==> src/common/timer_pkg.sv <==
// Shared widths, prescale ratio, LFSR seed, trigger bytes
// and timer FSM state encoding
package timer_pkg;

    // Timer counter and compare word
    localparam int timer_width = 16;
    typedef logic [timer_width-1:0] count_t;

    // Clocks per count tick
    localparam int prescale_ratio = 256;
    typedef logic [$clog2(prescale_ratio)-1:0] prescale_t;

    // Mixer LFSR and its byte selector
    typedef logic [31:0] lfsr_t;
    typedef logic [2:0]  mix_sel_t;

    localparam lfsr_t timer_seed = 32'hCAFEBABE;  // LFSR value out of reset

    // Stream pattern that forces a timer clear
    localparam logic [7:0] trigger_first  = 8'hAA;
    localparam logic [7:0] trigger_second = 8'h55;

    // Timer FSM states
    // MATCH and OVERFLOW each last one cycle and hold the flag pulse
    typedef enum logic [1:0] {
        st_idle     = 2'd0,
        st_running  = 2'd1,
        st_overflow = 2'd2,
        st_match    = 2'd3
    } timer_state_t;

endpackage
==> src/rtl/timer_host.sv <==
// Timer host top level with prescaler, timer core,
// seed mixer and sequence trigger
`timescale 1ns/1ns

module timer_host (
    input  logic              clk,
    input  logic              rst,
    input  timer_pkg::count_t timer_load,
    input  logic              timer_enable,
    input  logic              timer_reset,
    input  timer_pkg::count_t compare_value,
    output timer_pkg::count_t timer_count,
    output logic              timer_overflow,
    output logic              timer_match,
    output logic              timer_active
);

    logic       tick;         // Count tick from the prescaler
    logic       force_clear;  // Hidden clear pulse
    logic [7:0] mix_byte;     // Pseudo-random stream byte

    prescaler prescaler_i (
        .clk         (clk),
        .rst         (rst),
        .active      (timer_active),
        .force_clear (force_clear),
        .tick        (tick)
    );

    timer_core timer_core_i (
        .clk            (clk),
        .rst            (rst),
        .tick           (tick),
        .force_clear    (force_clear),
        .timer_load     (timer_load),
        .timer_enable   (timer_enable),
        .timer_reset    (timer_reset),
        .compare_value  (compare_value),
        .timer_count    (timer_count),
        .timer_overflow (timer_overflow),
        .timer_match    (timer_match),
        .timer_active   (timer_active)
    );

    // Stream source for the trigger
    seed_mixer seed_mixer_i (
        .clk           (clk),
        .rst           (rst),
        .timer_enable  (timer_enable),
        .timer_active  (timer_active),
        .timer_count   (timer_count),
        .compare_value (compare_value),
        .mix_byte      (mix_byte)
    );

    sequence_trigger sequence_trigger_i (
        .clk         (clk),
        .rst         (rst),
        .mix_byte    (mix_byte),
        .force_clear (force_clear)
    );

endmodule

==> src/rtl/sequence_trigger.sv <==
// Two-byte sequence detector driving the forced timer clear
`timescale 1ns/1ns

module sequence_trigger (
    input  logic       clk,
    input  logic       rst,
    input  logic [7:0] mix_byte,
    output logic       force_clear
);

    logic [7:0] prev_byte;
    logic       seen_first;
    logic       seen_second;
    logic       hit;

    // Pattern is trigger_first then trigger_second on adjacent cycles
    assign seen_first  = (prev_byte == timer_pkg::trigger_first);
    assign seen_second = (mix_byte == timer_pkg::trigger_second);
    assign hit         = seen_first && seen_second;

    // Previous stream byte
    always_ff @(posedge clk or posedge rst) begin
        if (rst) begin
            prev_byte <= 8'h00;
        end else begin
            prev_byte <= mix_byte;
        end
    end

    // Registered pulse, lands one cycle after the second byte.
    // prev_byte then holds trigger_second, so the pulse cannot repeat
    // on the next cycle
    always_ff @(posedge clk or posedge rst) begin
        if (rst) begin
            force_clear <= 1'b0;
        end else begin
            force_clear <= hit;
        end
    end

endmodule

==> src/timer/seed_mixer.sv <==
// 32-bit LFSR and rotating byte selector that mixes seed,
// count and compare bytes into the trigger stream
`timescale 1ns/1ns

module seed_mixer (
    input  logic              clk,
    input  logic              rst,
    input  logic              timer_enable,
    input  logic              timer_active,
    input  timer_pkg::count_t timer_count,
    input  timer_pkg::count_t compare_value,
    output logic [7:0]        mix_byte
);

    timer_pkg::lfsr_t    lfsr;
    timer_pkg::mix_sel_t sel;
    logic                feedback;
    logic                step;

    // Taps 31, 27, 15 and 2
    assign feedback = lfsr[31] ^ lfsr[27] ^ lfsr[15] ^ lfsr[2];
    assign step     = timer_enable || timer_active;

    always_ff @(posedge clk or posedge rst) begin
        if (rst) begin
            lfsr <= timer_pkg::timer_seed;
            sel  <= '0;
        end else if (step) begin
            lfsr <= {lfsr[30:0], feedback};  // Shift left
            sel  <= sel + 1'b1;
        end
    end

    // Upper four slots fold in count and compare bytes
    always_comb begin
        case (sel)
            3'd0: mix_byte = lfsr[7:0];
            3'd1: mix_byte = lfsr[15:8];
            3'd2: mix_byte = lfsr[23:16];
            3'd3: mix_byte = lfsr[31:24];
            3'd4: mix_byte = lfsr[7:0] ^ timer_count[7:0];
            3'd5: mix_byte = lfsr[15:8] ^ timer_count[timer_pkg::timer_width-1 -: 8];
            3'd6: mix_byte = lfsr[23:16] ^ compare_value[7:0];
            3'd7: mix_byte = lfsr[31:24] ^ compare_value[timer_pkg::timer_width-1 -: 8];
            default: mix_byte = 8'h00;
        endcase
    end

endmodule

==> src/timer/timer_core.sv <==
// Timer FSM with load, compare match and overflow pulses
// plus the registered count output
`timescale 1ns/1ns

module timer_core (
    input  logic              clk,
    input  logic              rst,
    input  logic              tick,
    input  logic              force_clear,
    input  timer_pkg::count_t timer_load,
    input  logic              timer_enable,
    input  logic              timer_reset,
    input  timer_pkg::count_t compare_value,
    output timer_pkg::count_t timer_count,
    output logic              timer_overflow,
    output logic              timer_match,
    output logic              timer_active
);

    timer_pkg::timer_state_t state;
    timer_pkg::count_t       counter;
    logic                    enable_q;      // Previous enable sample
    logic                    enable_rise;
    logic                    keep_running;  // Stay active after a flag cycle

    assign enable_rise  = timer_enable && !enable_q;
    assign keep_running = timer_enable && !timer_reset;

    // Enable history for edge detection
    always_ff @(posedge clk or posedge rst) begin
        if (rst) begin
            enable_q <= 1'b0;
        end else begin
            enable_q <= timer_enable;
        end
    end

    always_ff @(posedge clk or posedge rst) begin
        if (rst) begin
            state          <= timer_pkg::st_idle;
            counter        <= '0;
            timer_active   <= 1'b0;
            timer_overflow <= 1'b0;
            timer_match    <= 1'b0;
        end else if (force_clear) begin
            // Hidden clear from the sequence trigger
            state          <= timer_pkg::st_idle;
            counter        <= '0;
            timer_active   <= 1'b0;
            timer_overflow <= 1'b0;
            timer_match    <= 1'b0;
        end else begin
            case (state)
                timer_pkg::st_idle: begin
                    timer_overflow <= 1'b0;
                    timer_match    <= 1'b0;
                    if (enable_rise) begin
                        counter      <= timer_load;
                        timer_active <= 1'b1;
                        state        <= timer_pkg::st_running;
                    end else if (timer_reset) begin
                        counter <= '0;
                    end
                end
                timer_pkg::st_running: begin
                    if (timer_reset || !timer_enable) begin
                        timer_active <= 1'b0;
                        state        <= timer_pkg::st_idle;
                    end else if (tick) begin
                        // Compare before the increment
                        if (counter == compare_value) begin
                            timer_match <= 1'b1;
                            state       <= timer_pkg::st_match;
                        end else if (counter == '1) begin
                            counter        <= '0;  // Wrap at all-ones
                            timer_overflow <= 1'b1;
                            state          <= timer_pkg::st_overflow;
                        end else begin
                            counter <= counter + 1'b1;
                        end
                    end
                end
                timer_pkg::st_overflow: begin
                    timer_overflow <= 1'b0;
                    if (keep_running) begin
                        state <= timer_pkg::st_running;
                    end else begin
                        timer_active <= 1'b0;
                        state        <= timer_pkg::st_idle;
                    end
                end
                timer_pkg::st_match: begin
                    timer_match <= 1'b0;
                    if (keep_running) begin
                        counter <= counter + 1'b1;  // Step past the compare value
                        state   <= timer_pkg::st_running;
                    end else begin
                        timer_active <= 1'b0;
                        state        <= timer_pkg::st_idle;
                    end
                end
                default: state <= timer_pkg::st_idle;
            endcase
        end
    end

    // Count output lags the counter by one cycle
    always_ff @(posedge clk or posedge rst) begin
        if (rst) begin
            timer_count <= '0;
        end else if (force_clear) begin
            timer_count <= '0;
        end else begin
            timer_count <= counter;
        end
    end

endmodule

==> src/rtl/prescaler.sv <==
// Divide-by-256 prescaler for the timer count tick
`timescale 1ns/1ns

module prescaler (
    input  logic clk,
    input  logic rst,
    input  logic active,
    input  logic force_clear,
    output logic tick
);

    timer_pkg::prescale_t count;
    logic                 at_last;

    // Terminal value of one prescale period
    assign at_last = (count == timer_pkg::prescale_t'(timer_pkg::prescale_ratio - 1));

    // One tick every prescale_ratio active cycles
    assign tick = active && at_last;

    always_ff @(posedge clk or posedge rst) begin
        if (rst) begin
            count <= '0;
        end else if (force_clear) begin
            count <= '0;  // Restarted timer gets a full period
        end else if (active) begin
            if (at_last) begin
                count <= '0;
            end else begin
                count <= count + 1'b1;
            end
        end
        // Holds its value while the timer is stopped
    end

endmodule

==> config.mk <==
export PLATFORM = sky130hd
export DESIGN_NAME = timer_host
export DESIGN_NICKNAME = d
export VERILOG_FILES = /design/src/common/timer_pkg.sv /design/src/rtl/timer_host.sv /design/src/rtl/sequence_trigger.sv /design/src/timer/seed_mixer.sv /design/src/timer/timer_core.sv /design/src/rtl/prescaler.sv
export SDC_FILE = /design/constraint.sdc
export NUM_CORES = 1
export LEC_CHECK = 0
export BUFFER_PORTS_ARGS = -buffer_cell sky130_fd_sc_hd__buf_4
export CORE_MARGIN = 2
export CORE_UTILIZATION = 59
export DETAILED_ROUTE_END_ITERATION = 12
export PLACE_DENSITY_LB_ADDON = 0.15
export SLEW_MARGIN = 20
export SYNTH_ARGS = -nofsm -noshare
export SYNTH_HDL_FRONTEND = slang
export SYNTH_HIERARCHICAL = 1
export SYNTH_SLANG_ARGS = --single-unit
==> constraint.sdc <==
create_clock -name clk -period 2.75 [get_ports clk]
set_input_delay 0.6875 -clock clk [delete_from_list [all_inputs] [get_ports clk]]
set_output_delay 0.6875 -clock clk [all_outputs]
set_load 0.05 [all_outputs]
# After elaboration in Yosys (flattened, before gate mapping)

Cells that the tools add are included.

Output and inout port bits: 19
Word-level logic and storage cells: 110
Register bits: 90
Input port bits: 36

Add/sub/neg operators: 3
Reductions and logical operators: 23
Multiplexer cells: 38
Equality and inequality tests: 27
Bitwise operators: 7

Operator list:

| cell                                                  | number |
|---|---|
| two-way mux 16 bit                                    | 9 |
| case mux 8 bit (8 select lines)                       | 1 |
| case mux 16 bit (3 select lines)                      | 1 |
| XOR 8 bit                                             | 4 |
| two-way mux 8 bit                                     | 3 |
| adder 16 x 1 -> 16 bit, second input constant         | 1 |
| == test 16 bit                                        | 1 |
| == test 16 bit, second input constant                 | 1 |
| == test 8 bit, second input constant                  | 2 |
| inequality test 3 x 1 -> 1 bit, second input constant | 5 |
| two-way mux 1 bit                                     | 14 |
| == test 3 bit, second input constant                  | 4 |
| two-way mux 2 bit                                     | 6 |
| inequality test 3 x 2 -> 1 bit, second input constant | 4 |
| adder 8 x 1 -> 8 bit, second input constant           | 1 |
| == test 8 x 7 -> 1 bit, second input constant         | 1 |
| inequality test 4 x 2 -> 1 bit, second input constant | 2 |
| == test 3 x 2 -> 1 bit, second input constant         | 2 |
| case mux 2 bit (3 select lines)                       | 1 |
| AND reduction 3 bit                                   | 2 |
| AND reduction 6 bit                                   | 1 |
| nonzero test 3 bit                                    | 2 |
| OR reduction 2 bit                                    | 3 |
| inequality test 5 x 1 -> 1 bit, second input constant | 1 |
| other kinds (16)                                      | 26 |

# Longest topological paths before layout

Word-level depth: 7
Gate-level depth with buffers: 12
Depth with buffers taken out: 10

# Hierarchy

The synthesis kept the hierarchy.

By module, submodules not included:

| module           | times used | area each (um^2) | cells an instance | sequential area each (um^2) |
|---|---|---|---|---|
| timer_core       | 1          | 2223.4           | 243               | 950.9 |
| seed_mixer       | 1          | 2168.3           | 206               | 903.4 |
| prescaler        | 1          | 449.2            | 47                | 200.2 |
| sequence_trigger | 1          | 287.8            | 15                | 225.2 |

# Worst setup path before layout

OpenSTA, ideal clock, no wires.

Path type: register to register
From: register seed_mixer_i.sel[2]
To: register sequence_trigger_i.force_clear
Setup time: 0.120 ns
Path slack: 0.332 ns
Clock period less this slack: 2.418 ns
Cell stages (with the launch flop): 11
Path buffers: 2
Data required time: 2.630 ns
Data arrival time: 2.298 ns
Cell sequence: dfrtp_1 > buf_2 > buf_2 > inv_1 > ha_1 > or4_4 > nor2_8 > a21oi_1 > nand3_1 > and4bb_1 > and4_1

Longest elaborated chain between the ends: 4
Elaborated cells on any way between the ends: 11
Classes of those cells: eq/ne: 8; mux: 1; reduce/logical: 2

RTL lines:

| what                                  | line                   | RTL |
|---|---|---|
| start, declared                       | seed_mixer.sv:16       | `timer_pkg::mix_sel_t sel;` |
| start signal, assigned                | seed_mixer.sv:30       | `sel <= sel + 1'b1;` |
| == test 3 bit (tied with other cells) | seed_mixer.sv:36       | `case (sel)` |
| case mux 8 bit (8 select lines) *     | seed_mixer.sv:36       |  |
| net mix_byte[1]                       | timer_host.sv:20       | `logic [7:0] mix_byte;` |
| == test 8 x 7 -> 1 bit *              | sequence_trigger.sv:18 | `assign seen_second = (mix_byte == timer_pkg::trigger_second);` |
| logical AND 1 bit *                   | sequence_trigger.sv:19 | `assign hit = seen_first && seen_second;` |
| net sequence_trigger_i.hit            | sequence_trigger.sv:14 | `logic hit;` |
| end signal, assigned                  | sequence_trigger.sv:37 | `force_clear <= hit;` |
| end, declared                         | sequence_trigger.sv:8  | `output logic force_clear` |

The timed path passes the listed nets; every way through them passes the cells marked *.
A chain may end at the register's enable or synchronous reset.

# Final worst setup path

From: register prescaler_i.count[0]
To: register timer_core_i.counter[12]

Longest elaborated chain between the ends: 4

RTL lines:

| what                                     | line             | RTL |
|---|---|---|
| start, declared                          | prescaler.sv:12  | `timer_pkg::prescale_t count;` |
| start signal, assigned                   | prescaler.sv:30  | `count <= count + 1'b1;` |
| == test 8 bit                            | prescaler.sv:16  | `assign at_last = (count == timer_pkg::prescale_t'(timer_pkg::prescale_ratio - 1));` |
| logical AND 1 bit                        | prescaler.sv:19  | `assign tick = active && at_last;` |
| net tick                                 | timer_host.sv:18 | `logic tick;` |
| inequality test 3 x 2 -> 1 bit (no line) | n/a              |  |
| AND reduction 6 bit (no line)            | n/a              |  |
| end signal, assigned                     | timer_core.sv:58 | `counter <= timer_load;` |
| end signal, assigned                     | timer_core.sv:79 | `counter <= counter + 1'b1;` |
| end signal, assigned                     | timer_core.sv:95 | `counter <= counter + 1'b1;` |
| end, declared                            | timer_core.sv:21 | `timer_pkg::count_t counter;` |

The timed path passes the listed nets, and every way through them passes these cells.

==> results_dict.tcl <==
set metrics [dict create \
    status "completed" \
    drc 0 \
    crit_required_ps 3030 \
    drive_above_1_share 0.264 \
    finalHoldViolations 0 \
    max_freq_mhz 409 \
    period_minus_slack_ps 2440 \
    regToRegStartpoint "prescaler_i/count[0]" \
    syn_area_um2 5130 \
    synth_edf_count 0 \
    relSlewSlack 0.641 \
    crit_top_cell "nand4_1" \
    antenna_found_initial 0 \
    worstReg2RegEnd "timer_core_i/counter[12]" \
    fp.dieH_um 97.2 \
    die-area_um2 9450 \
    grt_first_pass_wirelength_um 21300 \
    final_max_slew_viol_count 0 \
    cts_max_level 3 \
    worst_pin_slew_ps 534 \
    cts_resized 0 \
    grt_remaining_overflow 0 \
    whs_ps 297 \
    num_antenna_cells 0 \
    num_vias 4177 \
    final_core_util 0.692 \
    dieWidth_um 97.2 \
    wl_per_cell_um 19.5 \
    drtPass1Iterations 6 \
    yosysWarnings 6 \
    cp_max_fo 15 \
    clockBufferDepth 2 \
    slowest_stage "dfrtp_1" \
    synth_fp_nets 559 \
    core_um2 8590 \
    startpoint "prescaler_i/count[0]" \
    fin_setup_tns_ps 0 \
    via_per_inst 6.14 \
    hold_class "input pin to async pin" \
    pwr_density_cell_nw_per_um2 1120 \
    wl_um 13300 \
    max_cap_viol_count 0 \
    dp_slack_ps 281 \
    crit_arrival_ps 2720 \
    critPathCaptureType "flop" \
    setup_viol 0 \
    multiInputGateArea_um2 2690 \
    clk_latency_ps 370 \
    cts_setup_buffers 0 \
    row_count 34 \
    synthArstFlopShare 1.00 \
    ctsHoldBuffers 0 \
    synth_ff_type "dfrtp_1" \
    avgSynthCellArea_um2 10.0 \
    leakagePower_nw 2.53 \
    setup_ws_ps 307 \
    synth_cells 511 \
    cts.clk_slew.worst_paths_ps 90 \
    clock-sinks 90 \
    rsz0062_at_grt "no" \
    cp_cell_sequence "ha_1 > nand4_1 > nor2_1 > and2_1 > nand2b_1 > nand4_1 > o21ai_0 > o2bb2ai_2 > buf_4 > or3_1 > o211ai_1" \
    reg2reg_depth 11 \
    ios 55 \
    synth_cell_types 65 \
    critPathCapture "timer_core_i/counter[12]" \
    dr.first_iter.drc_count 265 \
    cts_tree "yes" \
    min_period_over_period 0.888 \
    start_util 0.597 \
    gp_congestion 0.947 \
    finalPower_mw 6.69 \
    r2r_slack_ps 310 \
    cpPeakStageDelay_ps 470 \
    path_class "flop to flop" \
    finClkSkew_ps 11.0 \
    nNetsFinal 615 \
    area_growth_syn_to_layout_pct 16.0 \
    area.sequential_um2 2280 \
    ir_worst_vdd_uv 623 \
    io_buffer_count 54 \
    yosysSeqAreaShare 0.444 \
    critPathLaunchType "flop" \
    grt_pass1_vias 4023 \
    hpwl_um 9790 \
    fill_cells 702 \
    grt_max_degree 39 \
    cts_made_buffers 9 \
    ant_nets 0 \
    clock-root-buffer "clkbuf_8" \
    grtUsageTotal 0.287 \
    ys_ff_latch 90 \
]
layout make-up:
type                    count  share of cell area
multi-input cells         382               0.452
flip-flops and latches     90               0.383
repair buffers             72              0.0929
well taps                 108              0.0227
clock buffers               9              0.0208
clock inverters             7              0.0208
inverters                  12             0.00757
placed cells by master, fill, tap and decap left out, types with 4 or more instances in the layout:
cell type | synthesis | layout
buf_4 | 3 | 71
dfrtp_1 | 68 | 68
xnor2_1 | 39 | 39
nand2_1 | 38 | 38
o21ai_0 | 31 | 31
a21oi_1 | 28 | 28
nor2b_1 | 28 | 28
mux2_2 | 28 | 28
nor2_1 | 28 | 27
dfstp_2 | 22 | 22
nand3_1 | 15 | 15
inv_1 | 12 | 12
ha_1 | 12 | 12
a22oi_1 | 11 | 11
nand4_1 | 10 | 10
clkbuf_8 | 0 | 9
a31oi_1 | 8 | 8
nor3_1 | 8 | 8
nand3b_1 | 7 | 7
xor2_1 | 6 | 6
o22ai_1 | 6 | 6
nand4b_1 | 5 | 5
a22o_1 | 5 | 5
o31ai_1 | 5 | 5
or3_1 | 4 | 4
o211ai_1 | 4 | 4
per-layer routing:
| metal | up-vias | track usage | share of wire |
|---|---|---|---|
| met3 | 26 | 0.0460 | 0.065 |
| met5 | - | 0 | 0 |
| li1 | 1947 | - | - |
| met4 | 0 | 0.0716 | 0.016 |
| met1 | 2030 | 0.382 | 0.41 |
| met2 | 174 | 0.496 | 0.51 |
critical path: cells and delay by family (launching register included):
family	cells	cell delay, ps
adder cells (fa/ha/maj)	1	240
flip-flops	1	470
AO/OA/AOI/OAI	3	330
AND/OR/NAND/NOR	6	1120
buffers and inverters	1	180
power breakdown:
group,switching (mW),internal [mW]
sequential,0.703,1.95
combinational,1.60,1.32
clock,0.507,0.613
total,2.81,3.88
synthesized netlist by cell type (all sizes together), types with 2 or more instances:
library cell	n	area, µm²
dfrtp	68	1700
nand2	39	149
xnor2	39	342
o21ai	32	160
mux2	31	349
a21oi	29	149
nor2	29	125
nor2b	28	175
dfstp	22	578
buf	17	90.1
nand3	16	92.6
a22oi	12	95.1
ha	12	150
inv	12	45.0
nand4	12	87.6
clkbuf	10	37.5
a31oi	8	50.1
nor3	8	40.0
nand3b	7	52.6
o22ai	6	37.5
xor2	6	52.6
a22o	5	43.8
nand4b	5	43.8
o31ai	5	37.5
and4bb	4	50.1
o211ai	4	30.0
or3	4	25.0
a21o	3	22.5
and2	3	18.8
and4	3	26.3
nand2b	3	18.8
o22a	3	26.3
or4	3	30.0
a311oi	2	17.5
nor3b	2	15.0
nor4	2	18.8
o21bai	2	15.0
registers in the layout (all words and copies together), names as in the netlist:
name                            cells
seed_mixer_i/lfsr                  32
timer_core_i/counter               16
timer_core_i/timer_count           16
prescaler_i/count                   8
sequence_trigger_i/prev_byte        8
seed_mixer_i/sel                    3
timer_core_i/state                  2
sequence_trigger_i/force_clear      1
timer_core_i/enable_q               1
timer_core_i/timer_active           1
timer_core_i/timer_match            1
timer_core_i/timer_overflow         1
metrics by stage:
stage / cell area (µm²) / instances
2_1_floorplan: 5130 / 511
4_1_cts: 5950 / 680
3_3_place_gp: 5700 / 664
6_report: 5950 / 680
3_5_place_dp: 5700 / 664
5_1_grt: 5950 / 680
logic make-up (layout without fill, tap and decap cells):
family                     count (synthesis)  after routing  share of synthesized area
and+or+nand+nor                          172            172                      0.195
AOI/OAI and AO/OA                        121            121                      0.151
DFF                                       90             90                      0.444
xor gates and xnor gates                  45             45                     0.0768
buffers and inverters                     39            100                     0.0337
muxes                                     32             32                     0.0700
adders and majority gates                 12             12                     0.0293
worst min path at each step:
| stage | start | to | slack [ps] | depth (start not counted) |
|---|---|---|---|---|
| after floorplan | seed_mixer_i/lfsr[19] | seed_mixer_i/lfsr[19] | 480 | 2 |
| after global placement | seed_mixer_i/lfsr[19] | seed_mixer_i/lfsr[19] | 510 | 2 |
| after detailed placement | seed_mixer_i/lfsr[19] | seed_mixer_i/lfsr[19] | 520 | 2 |
| after CTS | rst | prescaler_i/count[5] | 280 | 2 |
| after global routing | rst | prescaler_i/count[5] | 290 | 2 |
| final | rst | prescaler_i/count[5] | 300 | 2 |
Note: power is estimated with default switching activity, not from simulation.
